[src/scc_periph_pkg.sv]
// ~~~~~~~~~~~~~~~~~~~~~~~~~~~~~~~~~~~~~~~~~~~~~~~~~~~~~~~~~~~
// SCC68070 peripheral register layouts
// Interrupt, timer and UART register contents and indices
// ~~~~~~~~~~~~~~~~~~~~~~~~~~~~~~~~~~~~~~~~~~~~~~~~~~~~~~~~~~~
`default_nettype none

package scc_periph_pkg;

    typedef logic [2:0] ipl_t;

    typedef struct packed {
        ipl_t int1_ipl;
        ipl_t int2_ipl;
    } lir_t;

    typedef struct packed {
        ipl_t i2c_ipl;
        ipl_t timer_ipl;
    } picr1_t;

    typedef struct packed {
        ipl_t uart_rx_ipl;
        ipl_t uart_tx_ipl;
    } picr2_t;

    // Upper byte of timer register 0
    typedef struct packed {
        logic t0_ov;
        logic t1_ma;
        logic t1_cap;
        logic t1_ov;
        logic t2_ma;
        logic t2_cap;
        logic t2_ov;
        logic reserved;
    } timer_status_t;

    typedef struct packed {
        logic received_break;
        logic framing_error;
        logic parity_error;
        logic overrun_error;
        logic tx_emt;
        logic tx_rdy;
        logic reserved;
        logic rx_rdy;
    } uart_status_t;

    typedef struct packed {
        logic [1:0] channel_mode;
        logic       reserved;
        logic       ctsn_enable;
        logic       parity_control;
        logic       parity_type;
        logic       stop_bit_length;
        logic       character_length;
    } uart_mode_t;

    localparam logic [7:0] TICKS_PER_COUNT = 8'd192;   // Prescaler period

    localparam logic [2:0] TIMER_REG_CTRL   = 3'd0;
    localparam logic [2:0] TIMER_REG_RELOAD = 3'd1;
    localparam logic [2:0] TIMER_REG_T0     = 3'd2;

    localparam logic [2:0] UART_REG_MODE   = 3'd0;
    localparam logic [2:0] UART_REG_STATUS = 3'd1;
    localparam logic [2:0] UART_REG_THR    = 3'd4;
    localparam logic [2:0] UART_REG_RHR    = 3'd5;

endpackage

`default_nettype wire

[src/scc_bus_pkg.sv]
// ~~~~~~~~~~~~~~~~~~~~~~~~~~~~~~~~~~~~~~~~~~~~~~~~~~~~~~~~~~~
// SCC68070 peripheral bus definitions
// Per-cycle CPU request, block selects and the on-chip
// address map of the peripheral space
// ~~~~~~~~~~~~~~~~~~~~~~~~~~~~~~~~~~~~~~~~~~~~~~~~~~~~~~~~~~~
`default_nettype none

package scc_bus_pkg;

    typedef logic [15:0] data_t;
    typedef logic [14:0] word_addr_t;   // A15..A1

    // One CPU access cycle as seen by the peripherals
    typedef struct packed {
        logic       periph;     // Address bit 31, on-chip space
        word_addr_t addr;
        data_t      wdata;
        logic       write;
        logic       uds;        // Upper byte strobe
        logic       lds;        // Lower byte strobe
        logic [2:0] fc;         // Function code
    } bus_req_t;

    typedef struct packed {
        logic       lir;
        logic       picr1;
        logic       picr2;
        logic       timer;
        logic       uart;
        logic [2:0] reg_idx;    // A3..A1 inside the window
    } block_sel_t;

    // Single word registers
    localparam word_addr_t LIR_ADDR   = 15'h0800;
    localparam word_addr_t PICR1_ADDR = 15'h1022;
    localparam word_addr_t PICR2_ADDR = 15'h1023;

    // Register windows, both ends inclusive
    localparam word_addr_t TIMER_BASE = 15'h1010;
    localparam word_addr_t TIMER_LAST = 15'h1014;
    localparam word_addr_t UART_BASE  = 15'h1008;
    localparam word_addr_t UART_LAST  = 15'h100D;

    // Interrupt acknowledge space
    localparam logic [2:0] FC_IACK = 3'd7;

    // On-chip vectors start here, one per level
    localparam data_t VECTOR_BASE = 16'd56;

endpackage

`default_nettype wire
[src/scc_periph_top.sv]
// ~~~~~~~~~~~~~~~~~~~~~~~~~~~~~~~~~~~~~~~~~~~~~~~~~~~~~~~~~~~
// SCC68070 on-chip peripherals
// Decoder, interrupt controller, timer 0 and UART registers
// ~~~~~~~~~~~~~~~~~~~~~~~~~~~~~~~~~~~~~~~~~~~~~~~~~~~~~~~~~~~
`timescale 1ns/10ps
`default_nettype none

module scc_periph_top (
    input  logic                  clk,
    input  logic                  reset,

    // CPU side
    input  scc_bus_pkg::bus_req_t req,
    output scc_bus_pkg::data_t    rdata,

    // Interrupts
    output scc_periph_pkg::ipl_t  ipl,
    output logic                  autovector,
    output logic                  iack2,
    output logic                  iack4,
    output logic                  iack5,
    input  logic                  int1,
    input  logic                  int2,
    input  logic                  in2,
    input  logic                  in4,
    input  logic                  in5,
    input  logic                  av,

    // Serializer link
    output logic [7:0]            tx_data,
    output logic                  tx_valid,
    input  logic                  tx_ready,
    input  logic [7:0]            rx_data,
    input  logic                  rx_valid
);

    scc_bus_pkg::block_sel_t       sel;
    scc_periph_pkg::lir_t          lir;
    scc_periph_pkg::picr1_t        picr1;
    scc_periph_pkg::picr2_t        picr2;
    scc_periph_pkg::timer_status_t tmr_status;
    scc_bus_pkg::data_t            tmr_reload;
    scc_bus_pkg::data_t            tmr_count;
    scc_periph_pkg::uart_status_t  uart_status;
    logic [7:0]                    uart_rhr;
    logic                          t0_ov;
    logic                          vector_drive;

    scc_addr_decode u_decode (
        .req(req), .sel(sel),
        .lir(lir), .picr1(picr1), .picr2(picr2),
        .tmr_status(tmr_status), .tmr_reload(tmr_reload), .tmr_count(tmr_count),
        .uart_status(uart_status), .uart_rhr(uart_rhr),
        .vector_drive(vector_drive), .rdata(rdata)
    );

    scc_int_ctrl u_int_ctrl (
        .clk(clk), .reset(reset), .req(req),
        .sel_lir(sel.lir), .sel_picr1(sel.picr1), .sel_picr2(sel.picr2),
        .int1(int1), .int2(int2), .in2(in2), .in4(in4), .in5(in5), .av(av),
        .t0_ov(t0_ov),
        .lir(lir), .picr1(picr1), .picr2(picr2),
        .ipl(ipl), .autovector(autovector), .vector_drive(vector_drive),
        .iack2(iack2), .iack4(iack4), .iack5(iack5)
    );

    scc_timer0 u_timer0 (
        .clk(clk), .reset(reset), .req(req),
        .sel_timer(sel.timer), .reg_idx(sel.reg_idx),
        .t0_ov(t0_ov), .status(tmr_status),
        .reload(tmr_reload), .count(tmr_count)
    );

    scc_uart_regs u_uart (
        .clk(clk), .reset(reset), .req(req),
        .sel_uart(sel.uart), .reg_idx(sel.reg_idx),
        .tx_data(tx_data), .tx_valid(tx_valid), .tx_ready(tx_ready),
        .rx_data(rx_data), .rx_valid(rx_valid),
        .status(uart_status), .rhr(uart_rhr)
    );

endmodule

`default_nettype wire

[src/scc_uart_regs.sv]
// ~~~~~~~~~~~~~~~~~~~~~~~~~~~~~~~~~~~~~~~~~~~~~~~~~~~~~~~~~~~
// UART register file
// Status and holding registers with a byte link
// to an external serializer
// ~~~~~~~~~~~~~~~~~~~~~~~~~~~~~~~~~~~~~~~~~~~~~~~~~~~~~~~~~~~
`timescale 1ns/10ps
`default_nettype none

module scc_uart_regs (
    input  logic                         clk,
    input  logic                         reset,
    input  scc_bus_pkg::bus_req_t        req,
    input  logic                         sel_uart,
    input  logic [2:0]                   reg_idx,

    // Transmit side
    output logic [7:0]                   tx_data,
    output logic                         tx_valid,
    input  logic                         tx_ready,

    // Receive side
    input  logic [7:0]                   rx_data,
    input  logic                         rx_valid,

    output scc_periph_pkg::uart_status_t status,
    output logic [7:0]                   rhr
);

    logic rx_rdy;
    logic wr_low;
    logic rd_low;

    assign wr_low = sel_uart && req.lds && req.write;
    assign rd_low = sel_uart && req.lds && !req.write;

    // Transmit holding register
    always_ff @(posedge clk) begin
        if (reset) begin
            tx_data  <= '0;
            tx_valid <= 1'b0;
        end else if (wr_low && reg_idx == scc_periph_pkg::UART_REG_THR) begin
            tx_data  <= req.wdata[7:0];    // Overwrites a pending byte
            tx_valid <= 1'b1;
        end else if (tx_valid && tx_ready) begin
            tx_valid <= 1'b0;              // Taken by the serializer
        end
    end

    // Receive holding register
    always_ff @(posedge clk) begin
        if (reset) begin
            rhr    <= '0;
            rx_rdy <= 1'b0;
        end else if (rx_valid) begin
            rhr    <= rx_data;             // New byte wins over a read
            rx_rdy <= 1'b1;
        end else if (rd_low && reg_idx == scc_periph_pkg::UART_REG_RHR) begin
            rx_rdy <= 1'b0;
        end
    end

    always_comb begin
        status        = '0;
        status.rx_rdy = rx_rdy;
        status.tx_rdy = !tx_valid;
        status.tx_emt = tx_ready;
    end

endmodule

`default_nettype wire

[src/scc_timer0.sv]
// ~~~~~~~~~~~~~~~~~~~~~~~~~~~~~~~~~~~~~~~~~~~~~~~~~~~~~~~~~~~
// Timer 0
// Prescaled up counter with reload and overflow flag
// ~~~~~~~~~~~~~~~~~~~~~~~~~~~~~~~~~~~~~~~~~~~~~~~~~~~~~~~~~~~
`timescale 1ns/10ps
`default_nettype none

module scc_timer0 (
    input  logic                          clk,
    input  logic                          reset,
    input  scc_bus_pkg::bus_req_t         req,
    input  logic                          sel_timer,
    input  logic [2:0]                    reg_idx,
    output logic                          t0_ov,
    output scc_periph_pkg::timer_status_t status,
    output scc_bus_pkg::data_t            reload,
    output scc_bus_pkg::data_t            count
);

    logic [7:0] prescale;
    logic       wr;
    logic       at_top;
    logic       load;
    logic       ov_clear;

    assign wr       = sel_timer && req.write;
    assign at_top   = count == 16'hffff;
    assign load     = wr && (req.uds || req.lds) && reg_idx == scc_periph_pkg::TIMER_REG_T0;
    // Write one to clear, upper byte only
    assign ov_clear = wr && req.uds && reg_idx == scc_periph_pkg::TIMER_REG_CTRL
                      && req.wdata[15];

    always_ff @(posedge clk) begin
        if (reset) begin
            t0_ov <= 1'b0;
        end else if (at_top) begin
            t0_ov <= 1'b1;      // Overflow beats the clear
        end else if (ov_clear) begin
            t0_ov <= 1'b0;
        end
    end

    always_ff @(posedge clk) begin
        if (reset) begin
            count    <= '0;
            prescale <= '0;
        end else if (at_top) begin
            count    <= reload;
            prescale <= '0;
        end else if (load) begin
            if (req.uds) count[15:8] <= req.wdata[15:8];
            if (req.lds) count[7:0]  <= req.wdata[7:0];
            prescale <= '0;
        end else if (prescale == scc_periph_pkg::TICKS_PER_COUNT - 8'd1) begin
            count    <= count + 16'd1;
            prescale <= '0;
        end else begin
            prescale <= prescale + 8'd1;
        end
    end

    // Reload register, byte writable
    always_ff @(posedge clk) begin
        if (reset) begin
            reload <= '0;
        end else if (wr && reg_idx == scc_periph_pkg::TIMER_REG_RELOAD) begin
            if (req.uds) reload[15:8] <= req.wdata[15:8];
            if (req.lds) reload[7:0]  <= req.wdata[7:0];
        end
    end

    always_comb begin
        status       = '0;     // Timers 1 and 2 not present
        status.t0_ov = t0_ov;
    end

endmodule

`default_nettype wire

[src/scc_int_ctrl.sv]
// ~~~~~~~~~~~~~~~~~~~~~~~~~~~~~~~~~~~~~~~~~~~~~~~~~~~~~~~~~~~
// Interrupt controller
// LIR and PICR registers, IPL resolution, autovector flag
// and the decoded acknowledge outputs
// ~~~~~~~~~~~~~~~~~~~~~~~~~~~~~~~~~~~~~~~~~~~~~~~~~~~~~~~~~~~
`timescale 1ns/10ps
`default_nettype none

module scc_int_ctrl (
    input  logic                   clk,
    input  logic                   reset,
    input  scc_bus_pkg::bus_req_t  req,
    input  logic                   sel_lir,
    input  logic                   sel_picr1,
    input  logic                   sel_picr2,

    input  logic                   int1,    // Latched inputs, level from LIR
    input  logic                   int2,
    input  logic                   in2,     // Fixed level inputs
    input  logic                   in4,
    input  logic                   in5,
    input  logic                   av,
    input  logic                   t0_ov,

    output scc_periph_pkg::lir_t   lir,
    output scc_periph_pkg::picr1_t picr1,
    output scc_periph_pkg::picr2_t picr2,
    output scc_periph_pkg::ipl_t   ipl,
    output logic                   autovector,
    output logic                   vector_drive,
    output logic                   iack2,
    output logic                   iack4,
    output logic                   iack5
);

    logic                 irq_ack;
    scc_periph_pkg::ipl_t ack_ipl;
    logic [7:0]           autovector_lut;   // Autovector flag per level
    logic                 on_chip;
    logic                 wr_low;

    assign irq_ack = req.fc == scc_bus_pkg::FC_IACK;
    assign ack_ipl = req.addr[2:0];
    assign wr_low  = req.write && req.lds;

    always_ff @(posedge clk) begin
        if (reset) begin
            lir   <= '0;
            picr1 <= '0;
            picr2 <= '0;
        end else begin
            if (sel_lir && wr_low) begin
                lir.int1_ipl <= req.wdata[6:4];
                lir.int2_ipl <= req.wdata[2:0];
            end
            if (sel_picr1 && wr_low) begin
                picr1.i2c_ipl   <= req.wdata[6:4];
                picr1.timer_ipl <= req.wdata[2:0];
            end
            if (sel_picr2 && wr_low) begin
                picr2.uart_rx_ipl <= req.wdata[6:4];
                picr2.uart_tx_ipl <= req.wdata[2:0];
            end
        end
    end

    // Later sources override earlier ones
    always_comb begin
        ipl            = '0;
        autovector_lut = 8'hff;
        on_chip        = 1'b0;

        if (in2) ipl = 3'd2;
        if (in4) begin
            ipl = 3'd4;
            autovector_lut[4] = av;     // External device chooses
        end
        if (in5) ipl = 3'd5;
        if (int1 && lir.int1_ipl != 3'd0) begin
            ipl = lir.int1_ipl;
            autovector_lut[ipl] = 1'b0;
            on_chip = 1'b1;
        end
        if (int2 && lir.int2_ipl != 3'd0) begin
            ipl = lir.int2_ipl;
            autovector_lut[ipl] = 1'b0;
            on_chip = 1'b1;
        end
        if (t0_ov && picr1.timer_ipl != 3'd0) begin
            ipl = picr1.timer_ipl;
            autovector_lut[ipl] = 1'b0;
            on_chip = 1'b1;
        end
    end

    assign vector_drive = on_chip && irq_ack;

    always_ff @(posedge clk) begin
        if (reset) autovector <= 1'b0;
        else       autovector <= irq_ack && autovector_lut[ack_ipl];   // IACK cycles only
    end

    assign iack2 = in2 && irq_ack && ack_ipl == 3'd2;
    assign iack4 = in4 && irq_ack && ack_ipl == 3'd4;
    assign iack5 = in5 && irq_ack && ack_ipl == 3'd5;

endmodule

`default_nettype wire

[src/scc_addr_decode.sv]
// ~~~~~~~~~~~~~~~~~~~~~~~~~~~~~~~~~~~~~~~~~~~~~~~~~~~~~~~~~~~
// Peripheral address decoder and read multiplexer
// Forms block selects from the word address and builds
// the read word, with the on-chip vector during IACK
// ~~~~~~~~~~~~~~~~~~~~~~~~~~~~~~~~~~~~~~~~~~~~~~~~~~~~~~~~~~~
`timescale 1ns/10ps
`default_nettype none

module scc_addr_decode (
    input  scc_bus_pkg::bus_req_t         req,
    output scc_bus_pkg::block_sel_t       sel,

    // Register views
    input  scc_periph_pkg::lir_t          lir,
    input  scc_periph_pkg::picr1_t        picr1,
    input  scc_periph_pkg::picr2_t        picr2,
    input  scc_periph_pkg::timer_status_t tmr_status,
    input  scc_bus_pkg::data_t            tmr_reload,
    input  scc_bus_pkg::data_t            tmr_count,
    input  scc_periph_pkg::uart_status_t  uart_status,
    input  logic [7:0]                    uart_rhr,

    input  logic                          vector_drive,
    output scc_bus_pkg::data_t            rdata
);

    logic [2:0] idx;

    assign idx = req.addr[2:0];

    always_comb begin
        sel.lir     = req.periph && req.addr == scc_bus_pkg::LIR_ADDR;
        sel.picr1   = req.periph && req.addr == scc_bus_pkg::PICR1_ADDR;
        sel.picr2   = req.periph && req.addr == scc_bus_pkg::PICR2_ADDR;
        sel.timer   = req.periph && req.addr >= scc_bus_pkg::TIMER_BASE
                                 && req.addr <= scc_bus_pkg::TIMER_LAST;
        sel.uart    = req.periph && req.addr >= scc_bus_pkg::UART_BASE
                                 && req.addr <= scc_bus_pkg::UART_LAST;
        sel.reg_idx = idx;
    end

    always_comb begin
        rdata = '0;

        if (sel.lir) begin
            // Same byte on both halves
            rdata = {2{1'b0, lir.int1_ipl, 1'b0, lir.int2_ipl}};
        end else if (sel.picr1) begin
            rdata = {2{1'b0, picr1.i2c_ipl, 1'b0, picr1.timer_ipl}};
        end else if (sel.picr2) begin
            rdata = {2{1'b0, picr2.uart_rx_ipl, 1'b0, picr2.uart_tx_ipl}};
        end else if (sel.timer) begin
            case (idx)
                scc_periph_pkg::TIMER_REG_CTRL:   rdata = {tmr_status, 8'h00}; // Control reads 0
                scc_periph_pkg::TIMER_REG_RELOAD: rdata = tmr_reload;
                scc_periph_pkg::TIMER_REG_T0:     rdata = tmr_count;
                default:                          rdata = '0;  // Timers 1 and 2 absent
            endcase
        end else if (sel.uart) begin
            case (idx)
                scc_periph_pkg::UART_REG_STATUS: rdata = {8'h00, uart_status};
                scc_periph_pkg::UART_REG_RHR:    rdata = {8'h00, uart_rhr};
                default:                         rdata = '0;
            endcase
        end

        // On-chip source being acknowledged supplies its own vector
        if (vector_drive) begin
            rdata = scc_bus_pkg::VECTOR_BASE + {13'd0, idx};
        end
    end

endmodule

`default_nettype wire

[config.mk]
export PLATFORM = sky130hd
export DESIGN_NAME = scc_periph_top
export DESIGN_NICKNAME = d
export VERILOG_FILES = /design/src/scc_periph_pkg.sv /design/src/scc_bus_pkg.sv /design/src/scc_periph_top.sv /design/src/scc_uart_regs.sv /design/src/scc_timer0.sv /design/src/scc_int_ctrl.sv /design/src/scc_addr_decode.sv
export SDC_FILE = /design/constraint.sdc
export NUM_CORES = 1
export LEC_CHECK = 0
export CAP_MARGIN = 20
export CELL_PAD_IN_SITES_DETAIL_PLACEMENT = 1
export CELL_PAD_IN_SITES_GLOBAL_PLACEMENT = 1
export CORE_AREA = 4 4 103 105
export DETAILED_ROUTE_END_ITERATION = 8
export DIE_AREA = 0 0 107 109
export DONT_BUFFER_PORTS = 1
export PLACE_DENSITY = 0.8
export REMOVE_ABC_BUFFERS = 1
export SYNTH_ARGS = -nofsm -noshare
export SYNTH_HDL_FRONTEND = slang
export SYNTH_SLANG_ARGS = --single-unit
export TNS_END_PERCENT = 20
[constraint.sdc]
create_clock -name clk -period 4.42 [get_ports clk]
set_input_delay 0.442 -clock clk [delete_from_list [all_inputs] [get_ports clk]]
set_output_delay 0.442 -clock clk [all_outputs]
set_load 0.005 [all_outputs]
==> flow_summary_export.csv, run 1 <==
group,metric,value,unit
critical_path,r2r_slack,1.76,ns
grt,antenna_found_initial,0,
floorplan,rows,36,
placement,io_buffers,0,
clocking,cts_tree,"yes",
timing,finalHoldViolCount,0,
grt,grt_max_degree,74,
synthesis,syn_inst,598,
final_layout,syn2layout_area_growth,3.62,%
critical_path,crit_path_max_incr_delay,0.62,ns
power,leakagePower,1.61,nW
timing,max-slew-margin-rel,45.1,%
critical_path,crit_fanout,16,
route,wl_per_cell,23.6,um
synthesis,synth_edf_count,0,
final_layout,layout_common_cells,"nand2_1 (86), dfxtp_1 (78), nor2_1 (63), mux2i_1 (38), nor3_1 (36)",
min_path,min_to,"u_uart.tx_data[3]$_SDFFE_PP0P_",
critical_path,crit_chain,"nor4b_2 -> nand4_2 -> nor2_2 -> nand2_1 -> a41oi_1",
clocking,path_clk_slew,0.08,ns
final_layout,num-fill-cells,1212,
floorplan,die_width,107,um
critical_path,critPathCaptureType,"output port",
route,avgViaCountPerCell,6.72,
power,p_int,1.01,mW
power,seq_power_share,54.0,%
synthesis,yosysSeqAreaShare,32.3,%
timing,setup_viol,0,
min_path,hp-start,"reset",
power,powerDensity,265,nW/um^2
clocking,clock_latency,0.37,ns
critical_path,critical_path.slowest_cell,"nand4_2",
final_layout,drive_above_1_share,7.89,%
clocking,cts_hold_buf,0,
synthesis,ys_async_sr_fraction,0,%
route,drcViolationCount,0,
critical_path,path_buf_inv,0,
critical_path,r2r_end,"u_timer0.count[2]$_SDFFE_PP0P_",
clocking,post_cts_buffers,0,
power,clock_power_share,42.2,%
final_layout,final_common_cell,"nand2_1",
floorplan,die_y,109,um
timing,finClkSkew,0.0133,ns
final_layout,antenna_cells,0,
synthesis,syn_area,4830,um^2
critical_path,criticalPathCategory,"input pin to output port",
timing,fmax,0.332,GHz
synthesis,yosysWarningCount,0,
timing,period_share,68.1,%
synthesis,synth_cell_types,73,
floorplan,die_area,11700,um^2
critical_path,reg2reg_depth,6,
placement,gp_congestion,0.895,
min_path,hold_depth,1,
placement,dp.cells,687,
grt,grt_pass1_vias,4796,
grt,grt_pass1_wl,26.2,mm
clocking,clk_path_buf_depth,2,
timing,drv_slew,0,
min_path,hold_class,"input pin to flop",
route,vias,4721,
route,dr.pass1.iters,5,
timing,tns,0,ns
synthesis,ys.flop_type,"dfxtp_1",
route,ant_nets,0,
critical_path,r2r_start,"u_timer0.count[0]$_SDFFE_PP0P_",
power,power_frac_comb,3.8,%
timing,tightest_slew,0.816,ns
timing,layout_min_cycle_time,3.01,ns
clocking,cts_inserted_buffers,9,
clocking,clock-root-buffer,"clkbuf_8",
run_status,status,"completed",
critical_path,start_kind,"input pin",
power,netSwitchingFraction,24.0,%
clocking,cts_max_level,3,
grt,overflow,0,
synthesis,syn_area_per_cell,8.08,um^2
floorplan,initial_core_util,50.1,%
final_layout,fin_util,52.0,%
timing,rsz0062_at_grt,"no",
critical_path,arrival,2.57,ns
critical_path,cp.required,3.98,ns
floorplan,core,9640,um^2
synthesis,ys_seq_elements,78,
final_layout,fin_cells,703,
clocking,cts_sinks,78,
final_layout,nets,623,
placement,dpl.hpwl,11.8,mm
critical_path,path_delay_family,"simple AND/OR/NAND/NOR gates",
power,ir_drop,215,uV
power,power.switching,0.318,mW
placement,pre_cts_slack,1.45,ns
grt,grt_usage,29.0,%
floorplan,pin_count,88,
timing,setup_slack,1.41,ns
job,max_cap_viol_count,0,
route,wl,16.6,mm
clocking,post_cts_resize_count,0,
route,drt_iter0_markers,386,
[registers in the layout, summed over array words and instances (netlist names)]
| name | count |
|---|---|
| u_timer0.count | 16 |
| u_timer0.reload | 16 |
| u_timer0.prescale | 8 |
| u_uart.rhr | 8 |
| u_uart.tx_data | 8 |
| u_int_ctrl.lir | 6 |
| u_int_ctrl.picr1 | 6 |
| u_int_ctrl.picr2 | 6 |
| u_int_ctrl.autovector | 1 |
| u_timer0.t0_ov | 1 |
| u_uart.rx_rdy | 1 |
| u_uart.tx_valid | 1 |
[logic make-up after synthesis]
kind of cell             count (synthesis)  share of synthesized area (%)
AND/OR/NAND/NOR                        276                           29.4
AO/OA/AOI/OAI                          125                           20.7
flip-flops                              78                           32.3
buffers and inverters                   58                           5.36
multiplexers                            39                           8.10
XOR/XNOR                                20                           3.62
adder cells (fa/ha/maj)                  2                          0.518
[power groups by stage]
stage / Sequential [mW] / Clock (mW) / Combinational, mW
6_report: 0.715 / 0.559 / 0.0504
5_1_grt: 0.717 / 0.597 / 0.0553
4_1_cts: 0.715 / 0.563 / 0.0500
3_5_place_dp: 0.732 / 0 / 0.0494
3_3_place_gp: 0.731 / 0 / 0.0469
2_1_floorplan: 0.730 / 0 / 0.0367
[worst reg2reg max path: stages, from the launching register on]
cell and delay (ns):
dfxtp_1 0.44, ha_1 0.24, nand3_2 0.17, or4_1 0.74
o32ai_4 0.32, or2_1 0.43, a311oi_2 0.17
[stage by stage]
stage | hold slack (ns) | power (mW) | instance area, um^2
after global placement | 0.441 | 0.778 | 4810
after detailed placement | 0.457 | 0.781 | 4810
after CTS | 0.137 | 1.33 | 5010
after floorplan | 0.430 | 0.766 | 4610
after global routing | 0.122 | 1.37 | 5010
final | 0.142 | 1.32 | 5010
[Yosys cell counts (4+ instances only)]
cell / instances / area share [%]
and3_1: 9 / 1.2
nor2b_1: 6 / 0.78
o31ai_1: 4 / 0.62
a311oi_1: 5 / 0.91
clkbuf_1: 27 / 2.1
nand2b_1: 4 / 0.52
a21oi_1: 30 / 3.1
nor4_1: 5 / 0.65
nand3_1: 15 / 1.6
nand4b_1: 5 / 0.91
nor3_1: 36 / 3.7
o21ai_0: 12 / 1.2
and4_1: 4 / 0.72
nand2_1: 86 / 6.7
and2_1: 4 / 0.52
a31oi_1: 6 / 0.78
a22o_1: 10 / 1.8
nand4_1: 11 / 1.4
a211o_1: 10 / 1.8
buf_1: 6 / 0.47
o211ai_1: 6 / 0.93
mux2i_1: 38 / 7.9
nor2_1: 63 / 4.9
inv_1: 10 / 0.78
dfxtp_1: 78 / 32
buf_2: 9 / 0.93
a311oi_2: 10 / 3.1
buf_4: 4 / 0.62
xnor2_1: 17 / 3.1
[worst max-delay path by stage]
stage,startpoint,endpoint,slack [ns],cells after the start
final,req[32],rdata[1],1.41,5
after global routing,req[31],rdata[1],1.23,5
after CTS,req[32],rdata[1],1.42,5
after detailed placement,req[32],u_timer0.count[9]$_SDFFE_PP0P_,1.45,5
after global placement,req[32],rdata[1],1.53,5
after floorplan,req[32],rdata[1],1.88,5
[cell type report]
class / instances / area [um^2] / share of cell area [%]
Tap cell: 133 / 166 / 3.32
Timing Repair Buffer: 4 / 30.0 / 0.600
Clock inverter: 5 / 58.8 / 1.17
Multi-Input combinational cell: 462 / 3010 / 60.2
Inverter: 10 / 37.5 / 0.749
Sequential cell: 78 / 1560 / 31.2
Clock buffer: 11 / 141 / 2.82
[layer usage]
layer | GRT usage (%) | wire [um]
met4 | 10.5 | 427
met1 | 37.5 | 7220
met5 | 0 | 0
met2 | 48.5 | 7820
met3 | 5.62 | 1130
(Power assumes the default switching activity.)
==> run 2, diff against run 1 <==
CORE_AREA = 4 4 107 109   (was 4 4 103 105)
DIE_AREA = 0 0 111 113   (was 0 0 107 109)
PLACE_DENSITY = 0.74   (was 0.8)
clock period = 3.1 ns   (was 4.42 ns; I/O delays follow)
==> flow_summary_export.csv, run 2 (same netlist as run 1, synthesis figures left out) <==
group,metric,value,unit
route,wl,17.6,mm
clocking,clock_latency,0.36,ns
route,avgViaCountPerCell,6.56,
route,ant_nets,0,
final_layout,final_common_cell,"nand2_1",
job,max_cap_viol_count,0,
floorplan,pin_count,88,
route,wl_per_cell,24.5,um
timing,tightest_slew,0.865,ns
critical_path,critPathCaptureType,"output port",
grt,overflow,0,
placement,io_buffers,0,
min_path,hold_depth,1,
floorplan,die_y,113,um
critical_path,arrival,2.50,ns
timing,finClkSkew,0.0151,ns
timing,tns,0,ns
timing,finalHoldViolCount,0,
route,vias,4720,
floorplan,core,10600,um^2
route,drcViolationCount,0,
final_layout,num-fill-cells,1295,
timing,layout_min_cycle_time,2.81,ns
clocking,cts_max_level,3,
timing,setup_viol,0,
timing,fmax,0.356,GHz
run_status,status,"completed",
floorplan,initial_core_util,45.6,%
final_layout,syn2layout_area_growth,5.98,%
clocking,cts_sinks,78,
min_path,hold_class,"input pin to flop",
timing,period_share,90.6,%
clocking,clock-root-buffer,"clkbuf_8",
grt,antenna_found_initial,0,
placement,dpl.hpwl,12.3,mm
route,dr.pass1.iters,5,
critical_path,cp.required,2.79,ns
timing,max-slew-margin-rel,42.1,%
clocking,path_clk_slew,0.09,ns
timing,rsz0062_at_grt,"no",
grt,grt_usage,27.3,%
power,ir_drop,316,uV
critical_path,crit_fanout,9,
final_layout,drive_above_1_share,8.98,%
critical_path,start_kind,"flop",
final_layout,layout_common_cells,"nand2_1 (86), dfxtp_1 (78), nor2_1 (63), mux2i_1 (38), nor3_1 (36)",
floorplan,die_area,12500,um^2
power,powerDensity,392,nW/um^2
power,leakagePower,1.67,nW
critical_path,reg2reg_depth,6,
final_layout,nets,632,
placement,gp_congestion,0.879,
grt,grt_max_degree,74,
grt,grt_pass1_vias,4820,
clocking,cts_inserted_buffers,9,
clocking,clk_path_buf_depth,2,
critical_path,criticalPathCategory,"flop to output port",
grt,grt_pass1_wl,27.4,mm
final_layout,antenna_cells,0,
final_layout,fin_util,48.3,%
final_layout,reg_top3,"u_timer0.count x16, u_timer0.reload x16",
clocking,cts_tree,"yes",
route,drt_iter0_markers,340,
timing,drv_slew,0,
floorplan,die_width,111,um
floorplan,rows,38,
clocking,post_cts_buffers,0,
run 2: changes by cell type in the layout (fill, tap and decap cells not counted):
| cell | previous run | this run |
|---|---|---|
| bufinv_16 | 1 | 2 |
| buf_4 | 4 | 10 |
| dlygate4sd3_1 | 0 | 3 |
| inv_6 | 0 | 2 |
| clkbuf_1 | 1 | 0 |
| clkinv_4 | 1 | 0 |
| clkinv_2 | 1 | 0 |
run 2: power by group:
part	internal, mW	switching, mW	leakage, nW	total (mW)
Clock	0.481	0.419	0.110	0.900
Sequential	1.01	0.00827	0.631	1.02
Combinational	0.0334	0.0544	0.927	0.0878
Total	1.53	0.481	1.67	2.01
run 2: stage by stage:
stage               total power [mW]  setup slack (ns)  cell area, um^2  cells  hold slack (ns)
finish                          2.01             0.291             5120    719          0.00960
global route                    2.07            0.0701             5120    719        -0.000250
CTS                             1.99             0.291             5090    716        0.0000473
detailed placement              1.11             0.456             4860    700            0.395
global placement                1.11             0.466             4860    700            0.393
floorplan                       1.09             0.710             4610    550            0.378
run 2: worst paths after layout:
check	startpoint	endpoint	slack [ns]
min	reset	u_timer0.reload[0]$_SDFFE_PP0P_	0.01
max	u_int_ctrl.lir[4]$_SDFFE_PP0P_	rdata[6]	0.29
min reg2reg	u_timer0.reload[3]$_SDFFE_PP0P_	u_timer0.reload[3]$_SDFFE_PP0P_	0.47
max reg2reg	u_timer0.count[1]$_SDFFE_PP0P_	u_timer0.count[6]$_SDFFE_PP0P_	0.39
run 2: layout make-up:
type / count / area, um^2 / share of cell area, %
flip-flops and latches: 78 / 1560 / 30.5
clock inverters: 6 / 92.6 / 1.81
multi-input cells: 462 / 3010 / 58.8
clock buffers: 10 / 138 / 2.69
inverters: 10 / 37.5 / 0.733
well taps: 140 / 175 / 3.42
repair buffers: 13 / 105 / 2.05
run 2: timing repair:
item | in CTS | in global routing
gates resized for setup | 0 | 0
endpoints found under the hold margin | 0 | 12
hold buffers | 0 | 3
endpoints found under the setup margin | 0 | 0
run 2: worst max-delay path, stage by stage, from the launching register on:
cell and delay [ns]:
dfxtp_1 0.43, o31ai_1 0.75, nand3_1 0.15, nand2_1 0.37, o211ai_1 0.20, a31oi_1 0.23
run 2: routing by layer:
layer	up-vias	GRT usage [%]	routed length [um]
met2	192	43.9	8240
met1	2356	36.5	7820
met3	26	5.40	1100
met4	0	10.3	433
met5	-	0	0
li1	2146	-	-
==> run 3, diff against run 2 <==
CORE_AREA = 4 4 105 107   (was 4 4 107 109)
CTS_BUF_LIST = sky130_fd_sc_hd__clkbuf_8   (was unset)
DIE_AREA = 0 0 109 111   (was 0 0 111 113)
PLACE_DENSITY = 0.77   (was 0.74)
==> flow_summary_export.csv, run 3 (same netlist as run 1, synthesis figures left out) <==
group,metric,value,unit
placement,gp_congestion,0.867,
critical_path,arrival,2.55,ns
clocking,clk_path_buf_depth,2,
timing,rsz0062_at_grt,"no",
route,ant_nets,0,
critical_path,r2r_end,"u_timer0.count[7]$_SDFFE_PP0P_",
clocking,clock-root-buffer,"clkbuf_8",
final_layout,postLayoutCellArea,5030,um^2
timing,tns,0,ns
critical_path,start_kind,"flop",
placement,dpl.hpwl,12.0,mm
power,leakagePower,1.63,nW
run_status,status,"completed",
clocking,cts_tree,"yes",
route,dr.pass1.iters,5,
grt,grt_max_degree,73,
clocking,cts_max_level,3,
grt,grt_usage,28.0,%
critical_path,crit_fanout,10,
min_path,hold_class,"input pin to flop",
final_layout,final_common_cell,"nand2_1",
clocking,path_clk_slew,0.09,ns
placement,placed_area,4840,um^2
final_layout,antenna_cells,0,
placement,io_buffers,0,
floorplan,rows,37,
grt,overflow,0,
timing,max-slew-margin-rel,21.3,%
route,vias,4606,
floorplan,die_y,111,um
critical_path,r2r_start,"u_timer0.count[0]$_SDFFE_PP0P_",
critical_path,criticalPathCategory,"flop to output port",
power,powerDensity,355,nW/um^2
min_path,hp-start,"reset",
critical_path,critPathCaptureType,"output port",
route,wl_per_cell,23.2,um
timing,finalHoldViolCount,0,
critical_path,cp.required,2.79,ns
final_layout,nets,629,
clocking,clock_latency,0.37,ns
floorplan,initial_core_util,47.7,%
route,wl,16.5,mm
min_path,hold_depth,1,
timing,hold_ws,0.0312,ns
clocking,cts_inserted_buffers,9,
timing,finClkSkew,0.0116,ns
grt,grt_pass1_vias,4786,
floorplan,core,10100,um^2
timing,fmax,0.350,GHz
power,ir_drop,211,uV
grt,antenna_found_initial,0,
critical_path,reg2reg_depth,6,
floorplan,die_area,12100,um^2
route,drt_iter0_markers,356,
timing,drv_slew,0,
floorplan,die_width,109,um
route,avgViaCountPerCell,6.47,
final_layout,layout_common_cells,"nand2_1 (86), dfxtp_1 (78), nor2_1 (63), mux2i_1 (38), nor3_1 (36)",
clocking,cts_sinks,78,
final_layout,drive_above_1_share,8.33,%
route,drcViolationCount,0,
timing,layout_min_cycle_time,2.86,ns
floorplan,pin_count,88,
final_layout,reg_top3,"u_timer0.count x16, u_timer0.reload x16",
final_layout,syn2layout_area_growth,4.06,%
timing,period_share,92.1,%
min_path,min_to,"u_uart.tx_data[7]$_SDFFE_PP0P_",
timing,tightest_slew,1.17,ns
grt,grt_pass1_wl,26.7,mm
power,p_total,1.78,mW
timing,setup_viol,0,
job,max_cap_viol_count,0,
clocking,post_cts_resize_count,0,
critical_path,r2r_slack,0.45,ns
==> run 3: worst max path at each step <==
| stage | start | endpoint | slack, ns | cells past startpoint |
|---|---|---|---|---|
| after floorplan | req[32] | u_timer0.count[13]$_SDFFE_PP0P_ | 0.71 | 5 |
| after global placement | u_timer0.count[0]$_SDFFE_PP0P_ | u_timer0.count[2]$_SDFFE_PP0P_ | 0.63 | 6 |
| after detailed placement | u_timer0.count[0]$_SDFFE_PP0P_ | u_timer0.count[0]$_SDFFE_PP0P_ | 0.52 | 6 |
| after CTS | u_int_ctrl.lir[4]$_SDFFE_PP0P_ | rdata[4] | 0.35 | 4 |
| after global routing | u_int_ctrl.picr1[1]$_SDFFE_PP0P_ | rdata[4] | 0.03 | 4 |
| final | u_int_ctrl.lir[4]$_SDFFE_PP0P_ | rdata[4] | 0.24 | 4 |
==> run 3: critical path, stage by stage, from the launching register on <==
cell	delay, ns
dfxtp_1	0.44
o31ai_1	0.64
a31oi_1	0.54
a221oi_1	0.40
nand2_1	0.15
==> run 3: final cells by class <==
class / count / area [um^2]
fill: 1231 / 5110
multi-input combinational: 462 / 3010
sequential: 78 / 1560
tap: 136 / 170
clock buffer: 9 / 124
timing repair buffer: 10 / 80.1
clock inverter: 7 / 43.8
inverter: 10 / 37.5
==> run 3: timing repair <==
action | CTS | global route
hold endpoints to repair | 2 | 4
setup buffers | 0 | 0
endpoints found under the setup margin | 0 | 0
hold buffers | 1 | 1
==> run 3: through the flow <==
step,worst slack [ns],std cells,utilization (%)
detailed placement,0.515,694,47.8
finish,0.244,712,49.6
global route,0.0256,712,49.6
floorplan,0.710,550,-
CTS,0.351,711,49.5
global placement,0.633,694,47.8
==> run 3: routing by layer <==
layer / part of all wire [%] / GRT usage (%)
met1: 44 / 38.1
met2: 46 / 42.2
met3: 7.4 / 6.76
met4: 2.8 / 10.9
met5: 0 / 0
==> run 3: report_power, final <==
group          total, mW  internal [mW]  switching (mW)
Clock              0.688          0.285           0.404
Combinational     0.0765         0.0334          0.0431
Sequential          1.02           1.01         0.00791
